## config.mk

```make
export PLATFORM = sky130hd
export DESIGN_NAME = cache_top
export DESIGN_NICKNAME = d
export VERILOG_FILES = /design/src/hw/cache_addr_pkg.sv /design/src/hw/cache_data_pkg.sv /design/src/hw/cache_controller.sv /design/src/hw/cache_top.sv /design/src/hw/cache_way.sv
export VERILOG_INCLUDE_DIRS = /design/src /design/src/hw
export SDC_FILE = /design/constraint.sdc
export NUM_CORES = 2
export LEC_CHECK = 0
export BUFFER_PORTS_ARGS = -buffer_cell sky130_fd_sc_hd__buf_2
export CORE_UTILIZATION = 55
export DETAILED_ROUTE_END_ITERATION = 12
export PLACE_DENSITY_LB_ADDON = 0.08
export SLEW_MARGIN = 10
export SYNTH_ARGS = -nofsm -noshare
export SYNTH_HDL_FRONTEND = slang
export SYNTH_SLANG_ARGS = --single-unit
```

## constraint.sdc

```tcl
create_clock -name clk -period 11.1 [get_ports clk]
set_input_delay 1.11 -clock clk [delete_from_list [all_inputs] [get_ports clk]]
set_output_delay 1.11 -clock clk [all_outputs]
set_load 0.005 [all_outputs]
```

## src/hw/cache_cfg.svh

```systemverilog
`ifndef CACHE_CFG_SVH
`define CACHE_CFG_SVH

// processor word and memory block widths
`define CACHE_WORD_W 32
`define CACHE_BLOCK_W 128

// address split of a 30-bit word address
// tag | index | offset
`define CACHE_TAG_W 26
`define CACHE_INDEX_W 2
`define CACHE_OFFSET_W 2

// geometry
`define CACHE_SETS 4
`define CACHE_WORDS 4

`endif

```

## src/hw/cache_addr_pkg.sv

```systemverilog
`default_nettype none

`include "cache_cfg.svh"

package cache_addr_pkg;

    // full processor word address
    typedef logic [`CACHE_TAG_W+`CACHE_INDEX_W+`CACHE_OFFSET_W-1:0] proc_addr_t;

    // address fields
    typedef logic [`CACHE_TAG_W-1:0] tag_t;
    typedef logic [`CACHE_INDEX_W-1:0] index_t;
    typedef logic [`CACHE_OFFSET_W-1:0] offset_t;

    // memory side block address, tag then index
    typedef logic [`CACHE_TAG_W+`CACHE_INDEX_W-1:0] block_addr_t;

endpackage

`default_nettype wire

```

## src/hw/cache_data_pkg.sv

```systemverilog
`default_nettype none

`include "cache_cfg.svh"

package cache_data_pkg;

    typedef logic [`CACHE_WORD_W-1:0] word_t;
    typedef logic [`CACHE_BLOCK_W-1:0] block_t;

    // way 0 or way 1
    typedef logic way_sel_t;

    // miss handling states
    typedef enum logic [1:0] {
        ST_IDLE,
        ST_WRITE_BACK,
        ST_ALLOCATE,
        ST_OUTPUT
    } ctrl_state_t;

endpackage

`default_nettype wire

```

## src/hw/cache_controller.sv

```systemverilog
`default_nettype none

`include "cache_cfg.svh"

module cache_controller (
    input  wire logic                   clk,
    input  wire logic                   proc_reset,
    input  wire logic                   proc_read,
    input  wire logic                   proc_write,
    input  wire cache_addr_pkg::proc_addr_t proc_addr,
    input  wire cache_data_pkg::word_t  proc_wdata,
    input  wire logic                   mem_ready,
    input  wire cache_data_pkg::block_t mem_rdata,
    input  wire logic                   hit0,
    input  wire logic                   hit1,
    input  wire logic                   valid0,
    input  wire logic                   valid1,
    input  wire logic                   dirty0,
    input  wire logic                   dirty1,
    input  wire cache_addr_pkg::tag_t   line_tag0,
    input  wire cache_addr_pkg::tag_t   line_tag1,
    input  wire cache_data_pkg::block_t line_data0,
    input  wire cache_data_pkg::block_t line_data1,
    input  wire cache_data_pkg::word_t  word0,
    input  wire cache_data_pkg::word_t  word1,
    output logic                        proc_stall,
    output cache_data_pkg::word_t       proc_rdata,
    output logic                        mem_read,
    output logic                        mem_write,
    output cache_addr_pkg::block_addr_t mem_addr,
    output cache_data_pkg::block_t      mem_wdata,
    output cache_addr_pkg::index_t      index,
    output cache_addr_pkg::tag_t        tag,
    output cache_addr_pkg::offset_t     offset,
    output cache_data_pkg::word_t       wdata,
    output logic                        word_we0,
    output logic                        word_we1,
    output logic                        fill_we0,
    output logic                        fill_we1,
    output cache_data_pkg::block_t      fill_data
);

    cache_data_pkg::ctrl_state_t state;
    cache_data_pkg::ctrl_state_t state_next;

    // one bit per set naming the least recently used way
    logic [`CACHE_SETS-1:0] lru;
    logic lru_we;
    cache_data_pkg::way_sel_t lru_next;

    logic request;
    logic hit;
    cache_data_pkg::way_sel_t hit_way;
    cache_data_pkg::way_sel_t victim;
    logic victim_dirty;
    cache_addr_pkg::tag_t victim_tag;
    cache_addr_pkg::block_addr_t victim_addr;

    // address split
    assign {tag, index, offset} = proc_addr;
    assign wdata = proc_wdata;
    assign fill_data = mem_rdata;

    assign request = proc_read || proc_write;

    // at most one way matches a tag in a set
    assign hit = hit0 || hit1;
    assign hit_way = hit1;

    // the filled way hits in the output cycle and supplies the word
    assign proc_rdata = hit1 ? word1 : word0;

    // victim is the first invalid way or else the LRU way
    always_comb begin
        if (!valid0) begin
            victim = 1'b0;
        end else if (!valid1) begin
            victim = 1'b1;
        end else begin
            victim = lru[index];
        end
    end

    assign victim_dirty = victim ? (valid1 && dirty1) : (valid0 && dirty0);
    assign victim_tag = victim ? line_tag1 : line_tag0;
    assign victim_addr = {victim_tag, index};
    assign mem_wdata = victim ? line_data1 : line_data0;

    // miss sequence and strobes
    always_comb begin
        state_next = state;
        proc_stall = 1'b0;
        mem_read = 1'b0;
        mem_write = 1'b0;
        mem_addr = {tag, index};
        word_we0 = 1'b0;
        word_we1 = 1'b0;
        fill_we0 = 1'b0;
        fill_we1 = 1'b0;
        lru_we = 1'b0;
        lru_next = 1'b0;

        case (state)
            cache_data_pkg::ST_IDLE: begin
                if (request && hit) begin
                    word_we0 = proc_write && hit0;
                    word_we1 = proc_write && hit1;
                    lru_we = 1'b1;
                    lru_next = ~hit_way;
                end else if (request) begin
                    proc_stall = 1'b1;
                    if (victim_dirty) begin
                        mem_write = 1'b1;
                        mem_addr = victim_addr;
                        state_next = cache_data_pkg::ST_WRITE_BACK;
                    end else begin
                        mem_read = 1'b1;
                        state_next = cache_data_pkg::ST_ALLOCATE;
                    end
                end
            end

            cache_data_pkg::ST_WRITE_BACK: begin
                proc_stall = 1'b1;
                mem_write = 1'b1;
                mem_addr = victim_addr;
                if (mem_ready) begin
                    state_next = cache_data_pkg::ST_ALLOCATE;
                end
            end

            cache_data_pkg::ST_ALLOCATE: begin
                proc_stall = 1'b1;
                mem_read = 1'b1;
                if (mem_ready) begin
                    fill_we0 = !victim;
                    fill_we1 = victim;
                    // on a write miss the word goes in with the fill
                    word_we0 = proc_write && !victim;
                    word_we1 = proc_write && victim;
                    lru_we = 1'b1;
                    lru_next = ~victim;
                    state_next = cache_data_pkg::ST_OUTPUT;
                end
            end

            cache_data_pkg::ST_OUTPUT: begin
                state_next = cache_data_pkg::ST_IDLE;
            end

            default: begin
                state_next = cache_data_pkg::ST_IDLE;
            end
        endcase
    end

    always_ff @(posedge clk) begin
        if (proc_reset) begin
            state <= cache_data_pkg::ST_IDLE;
            lru <= '0;
        end else begin
            state <= state_next;
            if (lru_we) begin
                lru[index] <= lru_next;
            end
        end
    end

endmodule

`default_nettype wire

```

## src/hw/cache_top.sv

```systemverilog
`default_nettype none

module cache_top (
    input  wire logic                   clk,
    input  wire logic                   proc_reset,
    input  wire logic                   proc_read,
    input  wire logic                   proc_write,
    input  wire cache_addr_pkg::proc_addr_t proc_addr,
    input  wire cache_data_pkg::word_t  proc_wdata,
    input  wire cache_data_pkg::block_t mem_rdata,
    input  wire logic                   mem_ready,
    output logic                        proc_stall,
    output cache_data_pkg::word_t       proc_rdata,
    output logic                        mem_read,
    output logic                        mem_write,
    output cache_addr_pkg::block_addr_t mem_addr,
    output cache_data_pkg::block_t      mem_wdata
);

    // request fields shared by both ways
    cache_addr_pkg::index_t index;
    cache_addr_pkg::tag_t tag;
    cache_addr_pkg::offset_t offset;
    cache_data_pkg::word_t wdata;
    cache_data_pkg::block_t fill_data;

    // per-way strobes and status
    logic word_we0;
    logic word_we1;
    logic fill_we0;
    logic fill_we1;
    logic hit0;
    logic hit1;
    logic valid0;
    logic valid1;
    logic dirty0;
    logic dirty1;
    cache_addr_pkg::tag_t line_tag0;
    cache_addr_pkg::tag_t line_tag1;
    cache_data_pkg::block_t line_data0;
    cache_data_pkg::block_t line_data1;
    cache_data_pkg::word_t word0;
    cache_data_pkg::word_t word1;

    cache_way i_way0 (
        .clk        (clk),
        .proc_reset (proc_reset),
        .index      (index),
        .tag        (tag),
        .offset     (offset),
        .word_we    (word_we0),
        .wdata      (wdata),
        .fill_we    (fill_we0),
        .fill_data  (fill_data),
        .hit        (hit0),
        .valid      (valid0),
        .dirty      (dirty0),
        .line_tag   (line_tag0),
        .line_data  (line_data0),
        .word       (word0)
    );

    cache_way i_way1 (
        .clk        (clk),
        .proc_reset (proc_reset),
        .index      (index),
        .tag        (tag),
        .offset     (offset),
        .word_we    (word_we1),
        .wdata      (wdata),
        .fill_we    (fill_we1),
        .fill_data  (fill_data),
        .hit        (hit1),
        .valid      (valid1),
        .dirty      (dirty1),
        .line_tag   (line_tag1),
        .line_data  (line_data1),
        .word       (word1)
    );

    cache_controller i_ctrl (
        .clk        (clk),
        .proc_reset (proc_reset),
        .proc_read  (proc_read),
        .proc_write (proc_write),
        .proc_addr  (proc_addr),
        .proc_wdata (proc_wdata),
        .mem_ready  (mem_ready),
        .mem_rdata  (mem_rdata),
        .hit0       (hit0),
        .hit1       (hit1),
        .valid0     (valid0),
        .valid1     (valid1),
        .dirty0     (dirty0),
        .dirty1     (dirty1),
        .line_tag0  (line_tag0),
        .line_tag1  (line_tag1),
        .line_data0 (line_data0),
        .line_data1 (line_data1),
        .word0      (word0),
        .word1      (word1),
        .proc_stall (proc_stall),
        .proc_rdata (proc_rdata),
        .mem_read   (mem_read),
        .mem_write  (mem_write),
        .mem_addr   (mem_addr),
        .mem_wdata  (mem_wdata),
        .index      (index),
        .tag        (tag),
        .offset     (offset),
        .wdata      (wdata),
        .word_we0   (word_we0),
        .word_we1   (word_we1),
        .fill_we0   (fill_we0),
        .fill_we1   (fill_we1),
        .fill_data  (fill_data)
    );

endmodule

`default_nettype wire

```

## src/hw/cache_way.sv

```systemverilog
`default_nettype none

`include "cache_cfg.svh"

module cache_way (
    input  wire logic                   clk,
    input  wire logic                   proc_reset,
    input  wire cache_addr_pkg::index_t index,
    input  wire cache_addr_pkg::tag_t   tag,
    input  wire cache_addr_pkg::offset_t offset,
    input  wire logic                   word_we,
    input  wire cache_data_pkg::word_t  wdata,
    input  wire logic                   fill_we,
    input  wire cache_data_pkg::block_t fill_data,
    output logic                        hit,
    output logic                        valid,
    output logic                        dirty,
    output cache_addr_pkg::tag_t        line_tag,
    output cache_data_pkg::block_t      line_data,
    output cache_data_pkg::word_t       word
);

    // per-set storage
    logic [`CACHE_SETS-1:0] valid_mem;
    logic [`CACHE_SETS-1:0] dirty_mem;
    cache_addr_pkg::tag_t tag_mem [`CACHE_SETS];
    cache_data_pkg::block_t data_mem [`CACHE_SETS];

    cache_data_pkg::block_t next_line;

    // status of the looked-up set
    assign valid = valid_mem[index];
    assign dirty = dirty_mem[index];
    assign line_tag = tag_mem[index];
    assign line_data = data_mem[index];

    assign hit = valid && (line_tag == tag);

    // word select by offset
    assign word = line_data[offset * `CACHE_WORD_W +: `CACHE_WORD_W];

    // new line content with the word write on top of a fill
    always_comb begin
        next_line = fill_we ? fill_data : data_mem[index];
        for (int w = 0; w < `CACHE_WORDS; w++) begin
            if (word_we && (offset == cache_addr_pkg::offset_t'(w))) begin
                next_line[w * `CACHE_WORD_W +: `CACHE_WORD_W] = wdata;
            end
        end
    end

    // valid and dirty bits
    always_ff @(posedge clk) begin
        if (proc_reset) begin
            valid_mem <= '0;
            dirty_mem <= '0;
        end else begin
            if (fill_we) begin
                valid_mem[index] <= 1'b1;
                dirty_mem[index] <= 1'b0;
            end
            // a word write always leaves the line dirty
            if (word_we) begin
                dirty_mem[index] <= 1'b1;
            end
        end
    end

    // tag and data arrays
    always_ff @(posedge clk) begin
        if (fill_we) begin
            tag_mem[index] <= tag;
        end
        if (fill_we || word_we) begin
            data_mem[index] <= next_line;
        end
    end

endmodule

`default_nettype wire

```

Word-level counts from Yosys, hierarchy flattened
Memories as Yosys holds them, arrays and structs flattened. Cells that the tools add are included.

Order comparisons: 2. Equal/unequal tests: 12. Shifts and indexed selects: 2. Muxes and demuxes: 80. Bitwise gates (word level): 9. Reductions and logical operators: 27.

Operators with widths (count): 128-bit two-way mux (3); 32-bit two-way mux (9); 128-bit by 8-bit variable part select with 32-bit output (2); 28-bit two-way mux (3); 28-bit case mux with 2 select lines (1); 26-bit equality test (2); 1-bit two-way mux (37); 26-bit two-way mux (1); 4-bit two-way mux (6); 1-bit logical AND (18); 4-bit bitwise OR (4); 1-bit case mux with 2 select lines (7); 1-bit binary-select mux with 2-bit select (5); 2-bit two-way mux (5); 4-bit bitwise AND (2); 2-bit equality test, second input constant (4); 2-bit case mux with 4 select lines (1); 2-bit != test, second input constant (3); 4-bit bitwise mux (1); 2-bit by 1-bit equality test with 1-bit output, second input constant (2); 2-bit zero test (2); 1-bit logical OR (4); 4-bit inverter (1); 4-bit AND reduction (1); 7 further kinds (8).

Register bits after elaboration: 22. Bits in writable memories: 1232. Input bits: 195. Output and inout bits: 191. Word-level logic and storage cells: 142. Memories: 4.

Memories: i_way0.data_mem (words 4, width 128, read ports 1, clocked after Yosys merged registers in 0, write ports 1, line cache_way.sv:27) `` cache_data_pkg::block_t data_mem [`CACHE_SETS]; ``; i_way1.data_mem (words 4, width 128, read ports 1, clocked after Yosys merged registers in 0, write ports 1, line cache_way.sv:27); i_way0.tag_mem (words 4, width 26, read ports 1, clocked after Yosys merged registers in 0, write ports 1, line cache_way.sv:26) `` cache_addr_pkg::tag_t tag_mem [`CACHE_SETS]; ``; i_way1.tag_mem (words 4, width 26, read ports 1, clocked after Yosys merged registers in 0, write ports 1, line cache_way.sv:26).

Logic depth before layout (Yosys ltp)
Word-level depth: 11. Mapped depth: 17. Depth with buffers taken out: 8.

Cells and area by module
From an unflattened synthesis, not the netlist that was laid out.

Cell total of the unflattened synthesis: 3353. Area, all modules: 57651.5 sq um.

By module, submodules not included: cache_way at i_way1 (times used 1, cells each 1412, area an instance 26492.9 sq um, seq. area each 18657.9 sq um); cache_way at i_way0 (times used 1, cells each 1401, area an instance 26445.4 sq um, seq. area each 18657.9 sq um); cache_controller (times used 1, cells each 540, area an instance 4713.3 sq um, seq. area each 120.1 sq um).

Worst setup path after synthesis
No wires, ideal clock.

Path kind: input -> register. From: input port proc_addr[2]. To: memory i_way1.data_mem[0][0] (netlist bit) (enable). Arrival time: 9.473 ns. Data required time: 10.442 ns. Path slack: 0.969 ns. Cell stages on the path: 12. Buffers on the path: 4. Path through: buf_6 > buf_12 > buf_12 > buf_12 > mux4_2 > xnor2_1 > nand4_1 > a211oi_1 > nand4_1 > o21ai_1 > nand2_1 > a21oi_1.

Word-level cells in the longest chain between the ends: 10. Elaborated cells between the ends (all ways): 26. Classes of those cells: 2 x eq/ne; 15 x mux; 7 x reduce/logical; 2 x memory.

RTL lines: start: declaration (line cache_top.sv:8) `input wire cache_addr_pkg::proc_addr_t proc_addr,`; memory 4 x 26 bit (tied with other cells); 26-bit equality test (tied with other cells) (line cache_way.sv:37) `assign hit = valid && (line_tag == tag);`; 1-bit logical AND / 1-bit two-way mux (equally long branches) (line cache_way.sv:37, cache_controller.sv:77); 1-bit logical OR / 1-bit two-way mux (equally long branches) (line cache_controller.sv:67, cache_controller.sv:75); 1-bit logical AND, on equally long branches (line cache_controller.sv:105, cache_controller.sv:140); 1-bit two-way mux, on equally long branches (line cache_controller.sv:105, cache_controller.sv:135); 1-bit case mux with 2 select lines (line cache_controller.sv:103) `case (state)`; 1-bit logical OR (line cache_way.sv:74) `if (fill_we || word_we) begin`; 1-bit two-way mux (line cache_way.sv:74); 1-bit two-way mux (not written as such) (line cache_way.sv:75) `data_mem[index] <= next_line;`; end: declaration (line cache_way.sv:27).

Several ways; a longest one is shown, not always the timed one. The select of a mux whose other input is x is not followed.

Final worst setup path
From: input port proc_addr[3]. To: output port proc_rdata[20].

Word-level cells in the longest chain between the ends: 4. Elaborated cells between the ends (all ways): 10. Classes of those cells: 1 x eq/ne; 2 x shift; 3 x mux; 1 x reduce/logical; 3 x memory.

RTL lines: branches (longest 3 deep; another with memory 4 x 128 bit); 32-bit two-way mux * (line cache_controller.sv:71) `assign proc_rdata = hit1 ? word1 : word0;`; end: declaration (line cache_top.sv:13) `output cache_data_pkg::word_t proc_rdata,`.

Mark *: on every way between the ends. The select of a mux whose other input is x is not followed.

==> summary.md <==
| Metric | Value |
|---|---|
| Status | `completed` |
| Dpl hpwl | `111.1 mm` |
| CP Class | `input port to output port` |
| Routed Antenna Nets | `0` |
| Post-synth EDFFs | `1232` |
| Synth area leaders | `edfxtp_1 65%, mux4_2 13%, mux2_2 5.8%` |
| Final setup viols | `0` |
| Clock Sinks | `1254` |
| GR Overflow Total | `0` |
| Fillers | `7444` |
| Placed cell count | `5066` |
| Worst skew pair latency | `0.74 ns` |
| Synthesized area | `57170 um2` |
| Layout cells sized above 1 | `33.03%` |
| I/O Pins | `386` |
| Initial antenna violation count | `16` |
| Crit-path max FO | `84` |
| Final period util | `65.81%` |
| Vias per cell | `6.751` |
| Post-synthesis cell count | `3498` |
| Nets@finish | `4035` |
| Hold Buf Count CTS | `0` |
| Initial core utilization | `55.79%` |
| Critical Path End Type | `output port` |
| First-pass GRT wire length | `262.9 mm` |
| Async set-reset flop share out of synthesis | `0%` |
| Vias in the first global route | `35500` |
| Yosys warns | `0` |
| FF/Latch Area | `37440 um2` |
| Slew Viols, Final | `0` |
| Clock period minus worst slack | `7.305 ns` |
| Fin area | `64720 um2` |
| PD cells | `177.3 nW/um2` |
| WL/cell | `34.64 um` |
| CORE AREA | `102500 um2` |
| Top cell type's share of synthesized area | `64.71%` |
| Clock buffer count from CTS | `136` |
| Drt pass-1 iters | `6` |
| Worst R2R Setup Slack | `5.17 ns` |
| TritonCTS clock tree | `done` |
| Syn Nets | `3697` |
| Vias post-DR | `35840` |
| PortBufs | `385` |
| Maximum VDD drop | `0.1310 mV` |
| Multi-input logic area | `18650 um2` |
| Die width | `324.4 um` |
| Worst rel slew slack | `16.44%` |
| Total wire length | `183.9 mm` |
| Syn_area_per_cell | `16.35 um2` |
| Fin cells | `5309` |
| Drt drc | `0` |
| Dpl cell area | `60330 um2` |
| Register area share after synthesis | `65.48%` |
| Commonest non-fill, non-tap cell in the layout | `edfxtp_1` |
| Std cell rows | `117` |
| CP Data Arrival Time | `6.20 ns` |
| Min-Delay Path Class | `flop to flop` |
| Initial DRC count | `4985` |
| Clk root buf | `clkbuf_16` |
| Die Ht | `324.4 um` |
| Worst setup SP type | `input port` |
| Die area | `105200 um2` |
| RSZ-0062 raised after global routing | `false` |
| Leading area contributor after synthesis | `edfxtp_1` |
| Register bit total from synthesis | `1254` |
| Maximum root-to-sink buffer count | `3` |
| Commonest non-fill, non-tap cells in the layout | `1232 x edfxtp_1, 670 x nand2_1, 382 x buf_2` |
| Leak pwr | `22.51 nW` |
| Post-cts resize count | `0` |
| Hold Slack | `0.4745 ns` |
| Clk pin slew, worst setup/hold paths | `0.06 ns` |
| Worst Tran Pin Value | `1.253 ns` |
| Max Cap Violations | `0` |
| Setup bufs post-CTS | `0` |
| Netlist cell types | `64` |
| Hold Vio Cnt, Final | `0` |
| Setup tns final | `0 ns` |
| Tot GR Track Use | `35.06%` |
| Placer Congestion | `0.8660` |
| CP Data Required Time | `9.99 ns` |
| Skew final | `0.02626 ns` |
| Most common flop cell mapped by yosys | `edfxtp_1` |
| Largest net degree at the start of global routing | `142` |
| Maximum clock rate | `136.9 MHz` |
| H-Tree Depth | `4` |
| Area delta synth->final | `13.20%` |
==> per-layer routing <==
| layer | GRT usage (%) | routed length [um] | up-vias |
|---|---|---|---|
| met1 | 48.36 | 68160 | 18380 |
| li1 | - | - | 14520 |
| met3 | 8.806 | 22240 | 355 |
| met4 | 16.08 | 9103 | 4 |
| met5 | 0 | 28 | - |
| met2 | 52.91 | 84390 | 2588 |
==> logic make-up (layout without fill, tap and decap cells) <==
group / count (synthesis) / after routing / share of synthesized area (%)
mux: 783 / 783 / 22.00
fa+ha+maj: 4 / 4 / 0.08754
xor+xnor: 51 / 51 / 0.7813
simple gates: 906 / 906 / 6.381
compound gates: 245 / 245 / 3.057
other cells: 0 / 5 / 0
flops: 1254 / 1254 / 65.48
buf+inv: 255 / 693 / 2.212
==> critical path, stage by stage <==
cell       delay [ns]
buf_8            0.52
buf_4            0.66
mux2i_1          0.32
xor2_1           0.10
mux2i_1          0.24
a2111oi_2        0.07
nand4_1          0.12
buf_4            0.50
buf_4            0.85
mux2i_1          0.48
mux2_2           0.45
o21ai_0          0.34
buf_2            0.19
==> sequential cells by signal (all words and copies together) (netlist names), named ones only <==
| name | cells |
|---|---|
| i_way1.data_mem | 512 |
| i_way0.data_mem | 512 |
| i_way1.tag_mem | 104 |
| i_ctrl.lru | 4 |
| i_ctrl.state | 2 |
| i_way1.dirty_mem | 3 |
| i_way0.tag_mem | 104 |
| i_way0.valid_mem | 4 |
| i_way1.valid_mem | 4 |
| i_way0.dirty_mem | 3 |
==> power by group <==
| part | total [mW] | leakage, nW | internal (mW) | switching [mW] |
|---|---|---|---|---|
| logic | 1.50 | 9.06 | 0.531 | 0.965 |
| clock network | 4.48 | 2.15 | 2.66 | 1.82 |
| registers | 5.50 | 11.3 | 5.47 | 0.0315 |
| total | 11.5 | 22.5 | 8.66 | 2.81 |
==> cell usage after synthesis, drive strengths merged (2+ instances only) <==
master	number
edfxtp	1232
nand2	674
mux4	346
mux2	292
mux2i	145
clkbuf	134
buf	109
nor3	99
a31oi	98
nor2	81
xnor2	39
a32oi	32
o2bb2ai	26
a21oi	25
dfxtp	22
o21ai	21
nand2b	13
xor2	12
nand3	11
nand4	11
inv	10
o32ai	7
a211oi	6
o22ai	5
a21o	4
and2	4
ha	4
a22oi	3
nor4	3
or4	3
a2111oi	2
a221o	2
a221oi	2
a2bb2oi	2
a41oi	2
o31ai	2
or3	2
==> through the flow <==
stage	total power [mW]	setup slack, ns	utilization [%]
final	11.47	3.795	63.16
after global routing	11.78	3.642	63.15
after CTS	11.50	3.865	63.15
after detailed placement	7.067	3.800	58.87
after global placement	7.023	3.898	58.87
after floorplan	6.459	0.9692	-
==> final cells by class <==
class | instances | share of cell area [%]
clock inverter | 71 | 1.057
sequential | 1254 | 57.84
inverter | 11 | 0.06379
timing repair buffer | 444 | 3.851
clock buffer | 167 | 5.716
tap | 1368 | 2.645
multi-input combinational | 1989 | 28.81
antenna | 5 | 0.01933
==> worst paths after layout <==
path,endpoint,start,cells past startpoint
worst max-delay path,proc_rdata[20],proc_addr[3],13
worst max register to register,i_way1.data_mem[1][93]$_DFFE_PP_,i_way1.tag_mem[3][0]$_DFFE_PP_,10
worst min register to register,i_way1.valid_mem[2]$_SDFFE_PP0P_,i_way1.valid_mem[2]$_SDFFE_PP0P_,2
worst min-delay path,i_way1.valid_mem[2]$_SDFFE_PP0P_,i_way1.valid_mem[2]$_SDFFE_PP0P_,2
No activity file was read; power rests on OpenSTA's default activity.
